File: config.mk
export PLATFORM = sky130hd
export DESIGN_NAME = way_select
export DESIGN_NICKNAME = d
export VERILOG_FILES = /design/src/common/cache_pkg.sv /design/src/cache/way_select.sv
export SDC_FILE = /design/constraint.sdc
export NUM_CORES = 1
export LEC_CHECK = 0
export BUFFER_PORTS_ARGS = -buffer_cell sky130_fd_sc_hd__buf_2
export CAP_MARGIN = 15
export CORE_AREA = 2 2 86 88
export DETAILED_ROUTE_END_ITERATION = 8
export DIE_AREA = 0 0 88 90
export PLACE_DENSITY = 0.66
export SYNTH_ARGS = -nofsm -noshare
export SYNTH_HDL_FRONTEND = slang
export SYNTH_SLANG_ARGS = --single-unit
File: constraint.sdc
create_clock -name vclk -period 6
set_input_delay 0.6 -clock vclk [all_inputs]
set_output_delay 0.6 -clock vclk [all_outputs]
set_load 0.1 [all_outputs]
File: src/common/cache_pkg.sv
package cache_pkg;

    // Cache geometry
    localparam int NUM_WAYS    = 2;
    localparam int NUM_SETS    = 512;
    localparam int INDEX_BITS  = 9;
    localparam int OFFSET_BITS = 2;
    localparam int TAG_BITS    = 21;
    localparam int LINE_WIDTH  = 32;
    localparam int ADDR_WIDTH  = 32;
    localparam int WAY_BITS    = $clog2(NUM_WAYS);

    typedef enum logic {
        OP_READ  = 1'b0,
        OP_WRITE = 1'b1
    } cpu_op_t;

    typedef enum logic [2:0] {
        ST_IDLE,
        ST_LOOKUP,
        ST_WRITEBACK,
        ST_WB_WAIT,
        ST_REFILL,
        ST_REFILL_WAIT,
        ST_FILL
    } ctrl_state_t;

    // Request as sampled from the processor side
    typedef struct packed {
        cpu_op_t                op;
        logic [ADDR_WIDTH-1:0]  addr;
        logic [LINE_WIDTH-1:0]  wdata;
    } cpu_req_t;

    // One line of one way
    typedef struct packed {
        logic                   valid;
        logic                   dirty;
        logic [TAG_BITS-1:0]    tag;
        logic [LINE_WIDTH-1:0]  data;
    } way_entry_t;

    typedef struct packed {
        logic                   en;
        logic [INDEX_BITS-1:0]  index;
        way_entry_t             entry;
    } way_write_t;

endpackage

File: src/cache/way_select.sv
module way_select (
    input  cache_pkg::way_entry_t              entries [cache_pkg::NUM_WAYS],
    input  logic [cache_pkg::TAG_BITS-1:0]     req_tag,
    input  logic                               lru,
    output logic                               hit,
    output logic [cache_pkg::WAY_BITS-1:0]     hit_way,
    output logic [cache_pkg::LINE_WIDTH-1:0]   hit_data,
    output logic [cache_pkg::WAY_BITS-1:0]     victim_way,
    output cache_pkg::way_entry_t              victim_entry
);

    logic                               any_invalid;
    logic [cache_pkg::WAY_BITS-1:0]     invalid_way;

    // Tag compare across all ways; at most one way can match
    always_comb begin
        hit     = 1'b0;
        hit_way = '0;
        for (int w = cache_pkg::NUM_WAYS - 1; w >= 0; w--) begin
            if (entries[w].valid && entries[w].tag == req_tag) begin
                hit     = 1'b1;
                hit_way = w[cache_pkg::WAY_BITS-1:0];
            end
        end
    end

    assign hit_data = entries[hit_way].data;

    // Lowest numbered free way wins, scanning from the top down
    always_comb begin
        any_invalid = 1'b0;
        invalid_way = '0;
        for (int w = cache_pkg::NUM_WAYS - 1; w >= 0; w--) begin
            if (!entries[w].valid) begin
                any_invalid = 1'b1;
                invalid_way = w[cache_pkg::WAY_BITS-1:0];
            end
        end
    end

    // With both ways full the LRU bit names the way to replace
    assign victim_way   = any_invalid ? invalid_way : lru;
    assign victim_entry = entries[victim_way];

endmodule

==> flow_summary_export.csv <==
group,metric,value,unit
outcome,run_status,"finished clean",
die,pin_count,222,
sta,setup_viol,0,
power,total_leakage_power,1.74,nW
logic_synthesis,syn_inst,287,
sta,drv_slew,0,
logic_synthesis,syn_nets,419,
global_route,grtUsageTotal,0.173,
drt,wire_per_inst,12.6,µm
power,power.density,185,mW/mm²
logic_synthesis,synth_top_cells_by_area,"sky130_fd_sc_hd__nand2_1 (35%), sky130_fd_sc_hd__mux2_4 (26%), sky130_fd_sc_hd__xnor2_1 (17%)",
sta,timing.final.hold_violations,0,
power,vdd.ir_drop.worst,76.2,µV
placement,dp.final_hpwl,6520,µm
final_layout,final_area,0.00294,mm²
critical_path,required,5.40,ns
sta,post-route-period-util,0.621,
global_route,grt_overflow,0,
final_layout,num-nets-final,631,
final_layout,layout_commonest_cell,"sky130_fd_sc_hd__buf_2",
drt,vias,2668,
final_layout,multi_input_comb_area,0.00169,mm²
drt,drt-vias-per-instance,4.48,
die,floorplan.die_area,0.00792,mm²
sta,finalCriticalPeriod,3.72,ns
die,floorplan.core_area,0.00702,mm²
logic_synthesis,synth.cell_area,0.00176,mm²
clock_tree,ctsResizeCount,0,
logic_synthesis,post_synth_num_cell_types,21,
logic_synthesis,synth-warning-count,0,
final_layout,seq_area,0,µm²
placement,placement.cell_area,0.00294,mm²
logic_synthesis,ys_seq_area_frac,0,
critical_path,timing_worst_setup_path_type,"primary input to output pin",
die,dieHeight,90,µm
sta,tightestPinTransition,1.05,ns
die,start_util,0.250,
global_route,initial_antenna_violation_count,0,
sta,fmax,268,MHz
run,cap_violations,0,
critical_path,setup.worst_path.start_class,"primary input",
die,die-width,88,µm
placement,port-buffer-count,222,
final_layout,post_route_cells_drive_above_1_share,0.521,
global_route,grt_start_max_net_pins,56,
sta,slew_headroom,0.301,
min_path,hold_class,"primary input to output pin",
final_layout,diodes,0,
sta,holdWs,1.66,ns
drt,postRouteAntennaNets,0,
drt,remaining_drc_errors,0,
final_layout,filler_cell_count,769,
drt,drt_iter0_drc,53,
logic_synthesis,syn_area_per_cell,6.12,µm²
power,total_power,0.000542,W
final_layout,clock_buffer_count,0,
logic_synthesis,synth_largest_type_area_fraction,0.351,
global_route,first_global_vias,2488,
final_layout,sequential_cell_total,0,
final_layout,mostFrequentLayoutCells,"sky130_fd_sc_hd__buf_2 (222), sky130_fd_sc_hd__nand2_1 (164), sky130_fd_sc_hd__xnor2_1 (35)",
logic_synthesis,synth_area_leader_cell,"sky130_fd_sc_hd__nand2_1",
die,placement_rows,31,
clock_tree,cts_setup_buffers,0,
drt,firstDrtPassIters,4,
drt,detail_route.wirelength,7510,µm
clock_tree,cts.hold.buffers_added,0,
placement,place_congestion,0.908,
final_layout,area_growth_from_synthesis_to_final_layout,67.4,%
critical_path,endpoint_kind,"output pin",
sta,unrepaired_setup_endpoints_after_global_routing,"no",
critical_path,crit_arrival,3.12,ns
critical_path,critPathMaxFanout,32,
sta,tns,0,ns
global_route,first_pass_grt_wire_length,11400,µm
-- cell usage after synthesis (all sizes together) --
master   number
buf           3
or2           1
nor2          3
nor3b         1
nand4bb       1
o2111a        1
and2          1
nand4        18
inv           2
xnor2        35
or4           1
and3b         1
clkbuf       10
xor2          7
nor2b         1
nor4          4
o21ai         1
mux2         32
nand2       164
-- cell families (layout without fill, tap and decap cells) --
logic type,Yosys count,count (layout),share of synthesized area
buffers and inverters,15,225,0.0449
AO/OA/AOI/OAI,2,2,0.00997
XOR/XNOR,42,42,0.210
AND/OR/NAND/NOR,196,196,0.466
multiplexers,32,32,0.269
-- per-layer routing --
| layer | up-vias | wire (µm) | track usage | share of wire |
|---|---|---|---|---|
| met1 | 1176 | 2980 | 0.198 | 0.40 |
| met2 | 128 | 3870 | 0.341 | 0.52 |
| li1 | 1354 | - | - | - |
| met4 | 0 | 94 | 0.0218 | 0.013 |
| met5 | - | 0 | 0 | 0 |
| met3 | 10 | 563 | 0.0174 | 0.075 |
-- power breakdown --
group / switching [W] / internal, W / total, W / leakage (nW)
Combinational: 0.000432 / 0.000110 / 0.000542 / 1.74
Sequential: 0 / 0 / 0 / 0
Clock: 0 / 0 / 0 / 0
-- final cells by class --
class	count	area share
tap	99	0.0422
multi-input combinational	272	0.575
timing repair buffer	223	0.381
inverter	2	0.00256
-- per-stage QoR --
step | instances | worst slack [ns] | util
final | 596 | 2.28 | 0.418
after global routing | 596 | 2.05 | 0.418
after CTS | 596 | 2.25 | 0.418
after detailed placement | 596 | 2.26 | 0.418
after global placement | 596 | 2.26 | 0.418
after floorplan | 287 | 2.56 | -
-- worst max-delay path, stage by stage --
cell                       delay (ns)
sky130_fd_sc_hd__buf_2           0.11
sky130_fd_sc_hd__xor2_1          0.20
sky130_fd_sc_hd__or2_2           0.31
sky130_fd_sc_hd__nor3b_1         0.21
sky130_fd_sc_hd__o2111a_2        0.94
sky130_fd_sc_hd__mux2_4          0.30
sky130_fd_sc_hd__buf_2           0.42
-- worst paths after layout --
check  slack (ns)        start          endpoint  depth (start not counted)
max          2.28  entries[51]      hit_data[11]                          7
min          1.66  entries[53]  victim_entry[53]                          4
Note: power is estimated with default switching activity, not from simulation.
